--- src/logic/lsp_pkg.sv ---
package lsp_pkg;

	typedef logic [31:0] word_t;
	typedef logic [4:0] reg_idx_t;
	typedef logic [6:0] opcode_t;

	// operation picked by decode, carried down the pipe.
	typedef enum logic [3:0] {
		op_add,
		op_sub,
		op_and,
		op_or,
		op_xor,
		op_addi,
		op_lui,
		op_lw,
		op_sw,
		op_illegal
	} op_e;

	typedef enum logic [1:0] {
		wb_alu,
		wb_mem,
		wb_none
	} wb_sel_e;

	// rv32i major opcodes in use.
	localparam opcode_t opc_op     = 7'b0110011;
	localparam opcode_t opc_op_imm = 7'b0010011;
	localparam opcode_t opc_lui    = 7'b0110111;
	localparam opcode_t opc_load   = 7'b0000011;
	localparam opcode_t opc_store  = 7'b0100011;

	// memory mapped i/o.
	localparam word_t io_ledr_addr = 32'h1000_0000;
	localparam word_t io_ledg_addr = 32'h1000_0004;
	localparam word_t io_hex_addr  = 32'h1000_0008;
	localparam word_t io_sw_addr   = 32'h1000_0010;

	localparam int unsigned dmem_words_default = 256;

endpackage

--- src/logic/stage_if.sv ---
`timescale 1ns/1ns

interface stage_if;

	logic              valid;
	lsp_pkg::op_e      op;
	lsp_pkg::wb_sel_e  wb_sel;
	lsp_pkg::reg_idx_t rd;
	logic              reg_we;
	lsp_pkg::word_t    a; // operand a, later the alu result or address.
	lsp_pkg::word_t    b; // operand b, later the load data.
	lsp_pkg::word_t    store_data;

	modport src (
		output valid,
		output op,
		output wb_sel,
		output rd,
		output reg_we,
		output a,
		output b,
		output store_data
	);

	modport dst (
		input valid,
		input op,
		input wb_sel,
		input rd,
		input reg_we,
		input a,
		input b,
		input store_data
	);

endinterface

--- src/logic/decode_stage.sv ---
`timescale 1ns/1ns

module decode_stage (
	input  logic              clk_i,
	input  logic              rst_ni,
	input  logic              advance_i,
	input  logic              instr_valid_i,
	input  lsp_pkg::word_t    instr_i,
	output logic              instr_ready_o,
	output lsp_pkg::reg_idx_t raddr_a_o,
	output lsp_pkg::reg_idx_t raddr_b_o,
	input  lsp_pkg::word_t    rdata_a_i,
	input  lsp_pkg::word_t    rdata_b_i,
	stage_if.dst              ex_busy_i,
	stage_if.dst              mem_busy_i,
	input  lsp_pkg::reg_idx_t wb_rd_i,
	input  logic              wb_pending_i,
	stage_if.src              out
);

	lsp_pkg::opcode_t opcode;
	logic [2:0] funct3;
	logic [6:0] funct7;
	lsp_pkg::reg_idx_t rs1, rs2, rd;
	lsp_pkg::op_e op;
	lsp_pkg::wb_sel_e wb_sel;
	logic use_rs1, use_rs2, use_imm;
	lsp_pkg::word_t imm;
	logic hazard;

	assign opcode = instr_i[6:0];
	assign rd     = instr_i[11:7];
	assign funct3 = instr_i[14:12];
	assign rs1    = instr_i[19:15];
	assign rs2    = instr_i[24:20];
	assign funct7 = instr_i[31:25];

	always_comb begin
		op = lsp_pkg::op_illegal;
		imm = '0;
		case (opcode)
			lsp_pkg::opc_op: begin
				if (funct7 == 7'b0000000) begin
					case (funct3)
						3'b000: op = lsp_pkg::op_add;
						3'b100: op = lsp_pkg::op_xor;
						3'b110: op = lsp_pkg::op_or;
						3'b111: op = lsp_pkg::op_and;
						default: op = lsp_pkg::op_illegal;
					endcase
				end
				else if (funct7 == 7'b0100000 && funct3 == 3'b000) begin
					op = lsp_pkg::op_sub;
				end
			end
			lsp_pkg::opc_op_imm: begin
				if (funct3 == 3'b000) op = lsp_pkg::op_addi;
				imm = {{20{instr_i[31]}}, instr_i[31:20]};
			end
			lsp_pkg::opc_lui: begin
				op = lsp_pkg::op_lui;
				imm = {instr_i[31:12], 12'b0};
			end
			lsp_pkg::opc_load: begin
				if (funct3 == 3'b010) op = lsp_pkg::op_lw;
				imm = {{20{instr_i[31]}}, instr_i[31:20]};
			end
			lsp_pkg::opc_store: begin
				if (funct3 == 3'b010) op = lsp_pkg::op_sw;
				imm = {{20{instr_i[31]}}, instr_i[31:25], instr_i[11:7]};
			end
			default: op = lsp_pkg::op_illegal;
		endcase
	end

	always_comb begin
		case (op)
			lsp_pkg::op_lw: wb_sel = lsp_pkg::wb_mem;
			lsp_pkg::op_sw, lsp_pkg::op_illegal: wb_sel = lsp_pkg::wb_none;
			default: wb_sel = lsp_pkg::wb_alu;
		endcase
	end

	assign use_imm = op inside {lsp_pkg::op_addi, lsp_pkg::op_lui, lsp_pkg::op_lw, lsp_pkg::op_sw};
	assign use_rs1 = !(op inside {lsp_pkg::op_lui, lsp_pkg::op_illegal}) && rs1 != '0;
	assign use_rs2 = (op inside {lsp_pkg::op_add, lsp_pkg::op_sub, lsp_pkg::op_and,
		lsp_pkg::op_or, lsp_pkg::op_xor, lsp_pkg::op_sw}) && rs2 != '0;

	// any older writer of a source register still in flight.
	always_comb begin
		hazard = 1'b0;
		if (ex_busy_i.valid && ex_busy_i.reg_we) begin
			hazard |= (use_rs1 && rs1 == ex_busy_i.rd) || (use_rs2 && rs2 == ex_busy_i.rd);
		end
		if (mem_busy_i.valid && mem_busy_i.reg_we) begin
			hazard |= (use_rs1 && rs1 == mem_busy_i.rd) || (use_rs2 && rs2 == mem_busy_i.rd);
		end
		if (wb_pending_i) begin
			hazard |= (use_rs1 && rs1 == wb_rd_i) || (use_rs2 && rs2 == wb_rd_i);
		end
	end

	assign instr_ready_o = advance_i & ~hazard;
	assign raddr_a_o = rs1;
	assign raddr_b_o = rs2;

	always_ff @(posedge clk_i, negedge rst_ni) begin
		if (~rst_ni) begin
			out.valid  <= 1'b0;
			out.op     <= lsp_pkg::op_illegal;
			out.wb_sel <= lsp_pkg::wb_none;
			out.rd     <= '0;
			out.reg_we <= 1'b0;
		end
		else if (advance_i) begin
			out.valid  <= instr_valid_i & ~hazard; // bubble otherwise.
			out.op     <= op;
			out.wb_sel <= wb_sel;
			out.rd     <= rd;
			out.reg_we <= (wb_sel != lsp_pkg::wb_none);
		end
	end

	always_ff @(posedge clk_i) begin
		if (advance_i) begin
			out.a          <= (op == lsp_pkg::op_lui) ? '0 : rdata_a_i;
			out.b          <= use_imm ? imm : rdata_b_i;
			out.store_data <= rdata_b_i;
		end
	end

endmodule

--- src/flat_wrapper.sv ---
// flat-port wrapper written by rule: the top's interface ports become plain ports
module decode_stage_flat 
  (clk_i, rst_ni, advance_i, instr_valid_i, instr_i, instr_ready_o, raddr_a_o, raddr_b_o, rdata_a_i, rdata_b_i, wb_rd_i, wb_pending_i, ex_busy_i_valid, ex_busy_i_op, ex_busy_i_wb_sel, ex_busy_i_rd, ex_busy_i_reg_we, ex_busy_i_a, ex_busy_i_b, ex_busy_i_store_data, mem_busy_i_valid, mem_busy_i_op, mem_busy_i_wb_sel, mem_busy_i_rd, mem_busy_i_reg_we, mem_busy_i_a, mem_busy_i_b, mem_busy_i_store_data, out_valid, out_op, out_wb_sel, out_rd, out_reg_we, out_a, out_b, out_store_data);
  stage_if ex_busy_i_i ();
  stage_if mem_busy_i_i ();
  stage_if out_i ();
  input  logic clk_i;
  input  logic rst_ni;
  input  logic advance_i;
  input  logic instr_valid_i;
  input  lsp_pkg::word_t instr_i;
  output logic instr_ready_o;
  output lsp_pkg::reg_idx_t raddr_a_o;
  output lsp_pkg::reg_idx_t raddr_b_o;
  input  lsp_pkg::word_t rdata_a_i;
  input  lsp_pkg::word_t rdata_b_i;
  input  lsp_pkg::reg_idx_t wb_rd_i;
  input  logic wb_pending_i;
  input wire logic [$bits(ex_busy_i_i.valid)-1:0] ex_busy_i_valid;
  input wire logic [$bits(ex_busy_i_i.op)-1:0] ex_busy_i_op;
  input wire logic [$bits(ex_busy_i_i.wb_sel)-1:0] ex_busy_i_wb_sel;
  input wire logic [$bits(ex_busy_i_i.rd)-1:0] ex_busy_i_rd;
  input wire logic [$bits(ex_busy_i_i.reg_we)-1:0] ex_busy_i_reg_we;
  input wire logic [$bits(ex_busy_i_i.a)-1:0] ex_busy_i_a;
  input wire logic [$bits(ex_busy_i_i.b)-1:0] ex_busy_i_b;
  input wire logic [$bits(ex_busy_i_i.store_data)-1:0] ex_busy_i_store_data;
  input wire logic [$bits(mem_busy_i_i.valid)-1:0] mem_busy_i_valid;
  input wire logic [$bits(mem_busy_i_i.op)-1:0] mem_busy_i_op;
  input wire logic [$bits(mem_busy_i_i.wb_sel)-1:0] mem_busy_i_wb_sel;
  input wire logic [$bits(mem_busy_i_i.rd)-1:0] mem_busy_i_rd;
  input wire logic [$bits(mem_busy_i_i.reg_we)-1:0] mem_busy_i_reg_we;
  input wire logic [$bits(mem_busy_i_i.a)-1:0] mem_busy_i_a;
  input wire logic [$bits(mem_busy_i_i.b)-1:0] mem_busy_i_b;
  input wire logic [$bits(mem_busy_i_i.store_data)-1:0] mem_busy_i_store_data;
  output wire logic [$bits(out_i.valid)-1:0] out_valid;
  output wire logic [$bits(out_i.op)-1:0] out_op;
  output wire logic [$bits(out_i.wb_sel)-1:0] out_wb_sel;
  output wire logic [$bits(out_i.rd)-1:0] out_rd;
  output wire logic [$bits(out_i.reg_we)-1:0] out_reg_we;
  output wire logic [$bits(out_i.a)-1:0] out_a;
  output wire logic [$bits(out_i.b)-1:0] out_b;
  output wire logic [$bits(out_i.store_data)-1:0] out_store_data;
  assign ex_busy_i_i.valid = ex_busy_i_valid;
  assign ex_busy_i_i.op = ex_busy_i_op;
  assign ex_busy_i_i.wb_sel = ex_busy_i_wb_sel;
  assign ex_busy_i_i.rd = ex_busy_i_rd;
  assign ex_busy_i_i.reg_we = ex_busy_i_reg_we;
  assign ex_busy_i_i.a = ex_busy_i_a;
  assign ex_busy_i_i.b = ex_busy_i_b;
  assign ex_busy_i_i.store_data = ex_busy_i_store_data;
  assign mem_busy_i_i.valid = mem_busy_i_valid;
  assign mem_busy_i_i.op = mem_busy_i_op;
  assign mem_busy_i_i.wb_sel = mem_busy_i_wb_sel;
  assign mem_busy_i_i.rd = mem_busy_i_rd;
  assign mem_busy_i_i.reg_we = mem_busy_i_reg_we;
  assign mem_busy_i_i.a = mem_busy_i_a;
  assign mem_busy_i_i.b = mem_busy_i_b;
  assign mem_busy_i_i.store_data = mem_busy_i_store_data;
  assign out_valid = out_i.valid;
  assign out_op = out_i.op;
  assign out_wb_sel = out_i.wb_sel;
  assign out_rd = out_i.rd;
  assign out_reg_we = out_i.reg_we;
  assign out_a = out_i.a;
  assign out_b = out_i.b;
  assign out_store_data = out_i.store_data;
  decode_stage u_core (.clk_i(clk_i), .rst_ni(rst_ni), .advance_i(advance_i), .instr_valid_i(instr_valid_i), .instr_i(instr_i), .instr_ready_o(instr_ready_o), .raddr_a_o(raddr_a_o), .raddr_b_o(raddr_b_o), .rdata_a_i(rdata_a_i), .rdata_b_i(rdata_b_i), .ex_busy_i(ex_busy_i_i), .mem_busy_i(mem_busy_i_i), .wb_rd_i(wb_rd_i), .wb_pending_i(wb_pending_i), .out(out_i));
endmodule
--- config.mk ---
export PLATFORM = sky130hd
export DESIGN_NAME = decode_stage_flat
export DESIGN_NICKNAME = d
export VERILOG_FILES = /design/src/logic/lsp_pkg.sv /design/src/logic/stage_if.sv /design/src/logic/decode_stage.sv /design/src/flat_wrapper.sv
export SDC_FILE = /design/constraint.sdc
export NUM_CORES = 1
export LEC_CHECK = 0
export BUFFER_PORTS_ARGS = -buffer_cell sky130_fd_sc_hd__buf_2
export CAP_MARGIN = 20
export CORE_AREA = 3 3 171 173
export CTS_BUF_LIST = sky130_fd_sc_hd__clkbuf_8
export CTS_CLUSTER_SIZE = 40
export DETAILED_ROUTE_END_ITERATION = 6
export DIE_AREA = 0 0 174 176
export PLACE_DENSITY_LB_ADDON = 0.1
export SYNTH_ARGS = -nofsm -noshare
export SYNTH_HDL_FRONTEND = slang
export SYNTH_SLANG_ARGS = --single-unit
--- constraint.sdc ---
create_clock -name clk_i -period 3.9 [get_ports clk_i]
set_input_delay 0.39 -clock clk_i [delete_from_list [all_inputs] [get_ports clk_i]]
set_output_delay 0.39 -clock clk_i [all_outputs]
set_load 0.01 [all_outputs]
; Word level (Yosys, flattened, before mapping)
; Index checks and enable logic that the tools add are counted.
[totals]
out_inout_bits = 120
register_bits = 109
[classes]
reduce_logical = 25
muxes = 13
n_bitwise = 5
n_eq_ne = 26
[op_table]
columns = cell, count
row1 = $pmux 32 s3, 1
row2 = $mux 32, 1
row3 = $eq 5x5->1, 6
row4 = $eq 7x6->1 const B, 4
row5 = $pmux 4 s5, 1
row6 = $eq 4x3->1 const B, 4
row7 = $mux 4, 4
row8 = $pmux 4 s4, 1
row9 = $logic_and 1x1->1, 11
row10 = $reduce_bool 5->1, 2
row11 = $eq 3x3->1 const B, 3
row12 = $eq 4x2->1 const B, 2
row13 = $eq 4x4->1 const B, 2
row14 = $eq 7x2->1 const B, 1
row15 = $eq 7x5->1 const B, 1
row16 = $logic_not 7->1, 1
row17 = $reduce_bool 6->1, 1
row18 = $eq 4x1->1 const B, 1
row19 = $logic_not 4->1, 1
row20 = $mux 1, 4
row21 = $pmux 2 s2, 1
row22 = $reduce_bool 4->1, 1
row23 = $reduce_or 2->1, 2
row24 = $eq 3x2->1 const B, 1
row25 = 8 further kinds, 12

; Depth between registers and ports, before layout
; Gate-level depths: netlist of the first run.
[logic_depth]
word_depth = 18
mapped_depth = 8

; Worst setup path before layout of the first run
; Ideal clock, no wire load.
[synth_path]
path_type = input port to output port
start = input instr_i[25]
end = output instr_ready_o
stages = 6
arrival_ps = 2437
required_ps = 3510
slack_ps = 1073
path_cell_list = or4_4 -> or4_1 -> a211o_1 -> o2111a_1 -> o221a_1 -> nor3b_1
[synth_via]
elab_chain_len = 18
[synth_rtl]
columns = item, line_no
row1 = from (decl), flat_wrapper.sv:11  ; input lsp_pkg::word_t instr_i;
row2 = $eq 7x6->1, decode_stage.sv:52  ; else if (funct7 == 7'b0100000 && funct3 == 3'b000) begin
row3 = $logic_and 1x1->1, decode_stage.sv:52
row4 = $mux 4, decode_stage.sv:52
row5 = $mux 4 (*), decode_stage.sv:43  ; if (funct7 == 7'b0000000) begin
row6 = $pmux 4 s5 (*), decode_stage.sv:41  ; case (opcode)
row7 = $eq 4x3->1 or $eq 4x4->1 (tied branches), decode_stage.sv:85  ; assign use_rs1 = !(op inside {lsp_pkg::op_lui, lsp_pkg::op_illegal}) && rs1 != '0;
row8 = $reduce_bool 2->1, decode_stage.sv:85
row9 = $logic_not 1->1, decode_stage.sv:85
row10 = [2 not listed], n/a
row11 = $logic_or 1x1->1, decode_stage.sv:93  ; hazard |= (use_rs1 && rs1 == ex_busy_i.rd) || (use_rs2 && rs2 == ex_busy_i.rd);
row12 = $mux 1, decode_stage.sv:92  ; if (ex_busy_i.valid && ex_busy_i.reg_we) begin
row13 = $or 1x1->1, decode_stage.sv:96  ; hazard |= (use_rs1 && rs1 == mem_busy_i.rd) || (use_rs2 && rs2 == mem_busy_i.rd);
row14 = $mux 1, decode_stage.sv:95  ; if (mem_busy_i.valid && mem_busy_i.reg_we) begin
row15 = $or 1x1->1, decode_stage.sv:99  ; hazard |= (use_rs1 && rs1 == wb_rd_i) || (use_rs2 && rs2 == wb_rd_i);
row16 = $mux 1 (*), decode_stage.sv:98  ; if (wb_pending_i) begin
row17 = $not 1->1 (*), decode_stage.sv:103  ; assign instr_ready_o = advance_i & ~hazard;
row18 = $and 1x1->1 (*), decode_stage.sv:103
row19 = to (decl), flat_wrapper.sv:12  ; output logic instr_ready_o;
; Mark *: on every way between the ends. The rest lies on a longest branch, timed or not.

; Worst setup path in the final report of the first run
; Same ends and word-level chain as after synthesis.

==> flow_metrics.tcl, run 1 <==
set metrics [dict create \
    post-route-util_pct 24.7 \
    cts_num_sinks 109 \
    postCtsSetupRepairBufs 0 \
    nets 934 \
    crit_path_start "instr_i[25]" \
    finalHoldViolations 0 \
    dp_hpwl_um 13400 \
    regToRegSetupSlack_ns 3.14 \
    vias 3846 \
    antenna_found_initial 4 \
    power_mw 2.49 \
    synth_warnings 0 \
    htree_levels 3 \
    critPathCapture "instr_ready_o" \
    drtIter0Drc 166 \
    clock.fmax_mhz 317 \
    ys_top_cells_by_area "edfxtp_1 57%, mux2i_1 5.1%, dfrtp_1 4.9%, nor2b_1 4.7%, xor2_1 3.1%" \
    min_period_ns 3.15 \
    drtAntennaViolNets 0 \
    wire_per_inst_um 17.8 \
    cts_tree "built" \
    wirelength_um 17700 \
    async_flop_share_pct 11.9 \
    grt_max_degree 56 \
    numCtsBuffers 9 \
    finalCritPeriodShare_pct 80.8 \
    finClkSkew_ns 0 \
    crit_path_max_fanout 4 \
    rsz0062_at_grt "false" \
    clk_path_buf_depth 2 \
    clk_pin_slew_ns 0.13 \
    netlist_area_um2 5090 \
    die-width_um 174 \
    port_buffers 239 \
    first_pass_iters 4 \
    globalRouteOverflowTotal 0 \
    fillers 3052 \
    p_per_area_nw_per_um2 363 \
    ys_ff_latch 109 \
    critPathCaptureType "output port" \
    max_slew.worst_pin.slew_ns 0.781 \
    layout_common_cells "238 x buf_2, 96 x edfxtp_1, 38 x nor2b_1" \
    arrival_ns 2.76 \
    cts-root-buf "clkbuf_8" \
    critPathRequiredTime_ns 3.51 \
    leakage_nw 3.03 \
    die-area_um2 30600 \
    drive_gt1_share_pct 46.5 \
    synth_fp_nets 709 \
    cp-start-kind "input pin" \
    initial_core_util_pct 18.3 \
    synthFlopType "edfxtp_1" \
    r2r_start "u_core.out.op[2]" \
    slew_violations 0 \
    synth_top_area_cell "edfxtp_1" \
    worstReg2RegEnd "u_core.out.op[2]" \
    gp_congestion 0.758 \
    layout_commonest_cell "buf_2" \
    seq_area_frac_synth_pct 63.1 \
    hp-class "input pin to flip-flop" \
    status "completed" \
    rows 61 \
    grt_pass1_wl_um 25900 \
    cts_hold_buf 1 \
    drc_errors 0 \
    synth_edf_count 96 \
    ff2ff_path_depth 1 \
    max_slew_margin_pct 47.9 \
    yosysUniqueCellTypes 49 \
    grt_pass1_vias 4116 \
    drt-vias-per-instance 3.87 \
    peakVddDrop_uv 128 \
    postSynthCellCount 385 \
    crit_type "input pin to output port" \
    die-height_um 176 \
    ctsResizeCount 0 \
    drv_cap 0 \
    core-area_um2 27800 \
    insertion_delay_ns 0.39 \
    avgSynthCellArea_um2 13.2 \
    setup_violations 0 \
    area_growth_pct 34.8 \
    setup_tns_ns 0 \
    synthDominantCellAreaShare_pct 56.7 \
    gr-usage-all-layers_pct 11.2 \
    io_pins 444 \
]
[layer usage]
metal	up-vias	global-route usage, %	routed length (µm)
li1	1810	-	-
met1	1820	15.3	8470
met2	193	16.6	7340
met3	15	4.62	1680
met4	8	2.38	131
met5	-	0	55
[final cells by class]
| type | instances | area [µm²] | area share [%] |
|---|---|---|---|
| Multi-Input combinational cell | 213 | 1580 | 23.1 |
| Sequential cell | 109 | 3210 | 46.9 |
| Antenna cell | 1 | 2.50 | 0.0365 |
| Inverter | 29 | 109 | 1.59 |
| Tap cell | 378 | 473 | 6.90 |
| Timing Repair Buffer | 248 | 1280 | 18.7 |
| Clock buffer | 9 | 124 | 1.81 |
| Clock inverter | 7 | 71.3 | 1.04 |
[cell usage after synthesis (all sizes together) (3+ instances only)]
cell type and number:
nor4 7, mux2i 27, edfxtp 96, o21ai 3, a21oi 25, nand2 10, dfrtp 10, nand4 4
nor3 5, xor2 18, mux2 15, nor2 8, dfstp 3, nor2b 38, nand2b 3, nand3 4
inv 29, and2 3, or3 3, xnor2 13, clkbuf 11, buf 23, or4 4
[logic make-up after synthesis]
group                     share of synthesized area [%]
muxes                                              9.00
and+or+nand+nor                                    11.0
xor gates and xnor gates                           5.34
DFF                                                63.1
AOI/OAI and AO/OA                                  5.56
buffers and inverters                              5.95
[report_power, final]
| part | internal (mW) | total (mW) | switching, mW |
|---|---|---|---|
| logic | 0.162 | 0.382 | 0.220 |
| clock network | 0.252 | 0.720 | 0.468 |
| registers | 1.37 | 1.39 | 0.0213 |
[state kept, by name, indices dropped and copies added, names as in the netlist]
register	cells
u_core.out.a	32
u_core.out.b	32
u_core.out.op	4
u_core.out.rd	5
u_core.out.reg_we	1
u_core.out.store_data	32
u_core.out.valid	1
u_core.out.wb_sel	2
[critical path, cell delays in order]
cell and delay (ns):
buf_2 0.12, or4_4 0.58, or4_1 0.52, a211o_1 0.34, o2111a_1 0.15, o221a_1 0.27
nor3b_1 0.21, buf_2 0.16
[how the worst min path moves through the flow]
stage            startpoint                       end  slack [ns]  cells after the start
6_report       rdata_b_i[5]  u_core.out.store_data[5]        0.18                      1
4_1_cts        rdata_b_i[0]  u_core.out.store_data[0]        0.14                      1
3_3_place_gp         rst_ni          u_core.out.valid        0.30                      1
3_5_place_dp         rst_ni          u_core.out.valid        0.30                      1
2_1_floorplan        rst_ni          u_core.out.op[1]        0.09                      0
5_1_grt        rdata_b_i[7]  u_core.out.store_data[7]        0.15                      1
[per-stage QoR]
step / setup slack, ns / hold WS, ns / instances / cell area [µm²]
finish: 0.749 / 0.181 / 994 / 6860
global route: 0.674 / 0.151 / 993 / 6850
CTS: 0.733 / 0.140 / 993 / 6850
detailed placement: 0.670 / 0.303 / 976 / 6650
global placement: 0.653 / 0.302 / 976 / 6650
floorplan: 1.07 / 0.0944 / 385 / 5090
Note: power is estimated with default switching activity, not from simulation.
==> run 2: changes to the inputs <==
Settings changed: CORE_AREA 3 3 171 173 to 3 3 172 174, DIE_AREA 0 0 174 176 to 0 0 175 177.
Clock period 3.9 ns to 3.3 ns, I/O delays scaled along.
==> flow_metrics.tcl, run 2 (same netlist as run 1, synthesis figures left out) <==
set metrics [dict create \
    vias 3915 \
    dp_hpwl_um 13800 \
    drive_gt1_share_pct 47.9 \
    layout_commonest_cell "buf_2" \
    final_cells 1009 \
    drt-vias-per-instance 3.88 \
    finalCritPeriodShare_pct 91.8 \
    grt_pass1_wl_um 26100 \
    clock.fmax_mhz 330 \
    gr-usage-all-layers_pct 11.3 \
    arrival_ns 2.70 \
    hp-class "input pin to flip-flop" \
    die-width_um 175 \
    critPathRequiredTime_ns 2.97 \
    critPathCaptureType "output port" \
    rsz0062_at_grt "false" \
    cpMostUsedCell "buf_2" \
    gp_congestion 0.727 \
    grt_pass1_vias 4068 \
    cpPeakStageDelay_ns 0.58 \
    crit_path_max_fanout 4 \
    clk_path_buf_depth 2 \
    cts_num_sinks 109 \
    rows 61 \
    drc_errors 0 \
    finClkSkew_ns 0 \
    numCtsBuffers 9 \
    first_pass_iters 4 \
    peakVddDrop_uv 158 \
    setup_violations 0 \
    nets 950 \
    wirelength_um 18100 \
    clk_pin_slew_ns 0.13 \
    min_period_ns 3.03 \
    status "completed" \
    cp_cell_sequence "buf_2 -> or4_4 -> or4_1 -> a211o_1 -> o2111a_1 -> o221a_1 -> nor3b_1 -> buf_2" \
    finalHoldViolations 0 \
    htree_levels 3 \
    initial_core_util_pct 18.2 \
    globalRouteOverflowTotal 0 \
    insertion_delay_ns 0.38 \
    place_inst 991 \
    timing.hold.ws_ns 0.122 \
    drtIter0Drc 192 \
    antennaDiodeCount 0 \
    drv_cap 0 \
    grt_max_degree 87 \
    slew_violations 0 \
    p_per_area_nw_per_um2 422 \
    leakage_nw 3.10 \
    core-area_um2 27900 \
    cts_tree "built" \
    max_slew.worst_pin.slew_ns 0.629 \
    drtAntennaViolNets 0 \
    area_growth_pct 37.5 \
    crit_type "input pin to output port" \
    cp-start-kind "input pin" \
    cts-root-buf "clkbuf_8" \
    crit_slowest_cell "or4_4" \
    max_slew_margin_pct 58.1 \
    die-area_um2 31000 \
    wire_per_inst_um 17.9 \
    io_pins 444 \
    port_buffers 239 \
    layout_common_cells "238 x buf_2, 96 x edfxtp_1, 38 x nor2b_1" \
    antenna_found_initial 2 \
    die-height_um 177 \
    reg.largest.list "u_core.out.a: 32 flops, u_core.out.b: 32 flops, u_core.out.store_data: 32 flops" \
    postCtsSetupRepairBufs 0 \
]
## run 2: cell types whose count changed in the layout (fill, tap and decap cells not counted), sizes merged
cell	change
inv	-2
buf	+16
clkinv	+2
diode	-1
## run 2: where the power goes
group	internal, mW	total, mW	switching [mW]	leakage [nW]
Clock	0.296	0.838	0.542	0.0978
Combinational	0.201	0.468	0.266	1.91
Sequential	1.62	1.64	0.0258	1.10
Total	2.11	2.95	0.835	3.10
## run 2: layout make-up
class	count	area, µm²
clock buffer	9	124
fill	3050	20900
multi-input combinational	213	1580
sequential	109	3210
clock inverter	7	71.3
timing repair buffer	264	1420
tap	378	473
inverter	29	109
## run 2: final timing paths
| check | from | depth (start not counted) | slack (ns) | to |
|---|---|---|---|---|
| setup / recovery | instr_i[25] | 8 | 0.27 | instr_ready_o |
| hold / removal | rdata_b_i[6] | 1 | 0.12 | u_core.out.store_data[6] |
| setup reg to reg | u_core.out.op[1] | 1 | 2.53 | u_core.out.op[1] |
| hold reg to reg | u_core.out.rd[2] | 1 | 0.52 | u_core.out.rd[2] |
| max in group asynchronous | rst_ni | 2 | 2.66 | u_core.out.op[3] |
| min in group asynchronous | rst_ni | 2 | 0.34 | u_core.out.rd[3] |
## run 2: worst max-delay path: cells and delay by family
family,cells,cell delay [ns]
and+or+nand+nor,3,1.31
AOI/OAI and AO/OA,3,0.78
buffers and inverters,2,0.28
## run 2: per-layer routing
| metal | up-vias | GRT usage (%) | routed length (µm) | part of all wire, % |
|---|---|---|---|---|
| li1 | 1841 | - | - | - |
| met1 | 1859 | 15.6 | 8630 | 48 |
| met2 | 194 | 16.4 | 7530 | 42 |
| met3 | 17 | 3.90 | 1540 | 8.5 |
| met4 | 4 | 3.86 | 348 | 1.9 |
| met5 | - | 0 | 21 | 0.12 |
## run 2: metrics by stage
stage	TNS (ns)	total power [mW]	setup slack, ns	util, %	area [µm²]
CTS	0	3.03	0.175	24.9	6970
finish	0	2.95	0.270	25.0	6990
global placement	-4.06	2.15	-0.216	24.2	6760
detailed placement	-3.23	2.15	-0.180	24.2	6760
global route	0	3.11	0.168	25.0	6990
floorplan	0	1.87	0.593	-	5090
## run 2: what timing repair did
item,in CTS,in global routing
resized for setup,0,0
endpoints found under the hold margin,10,0
hold buffers,1,0
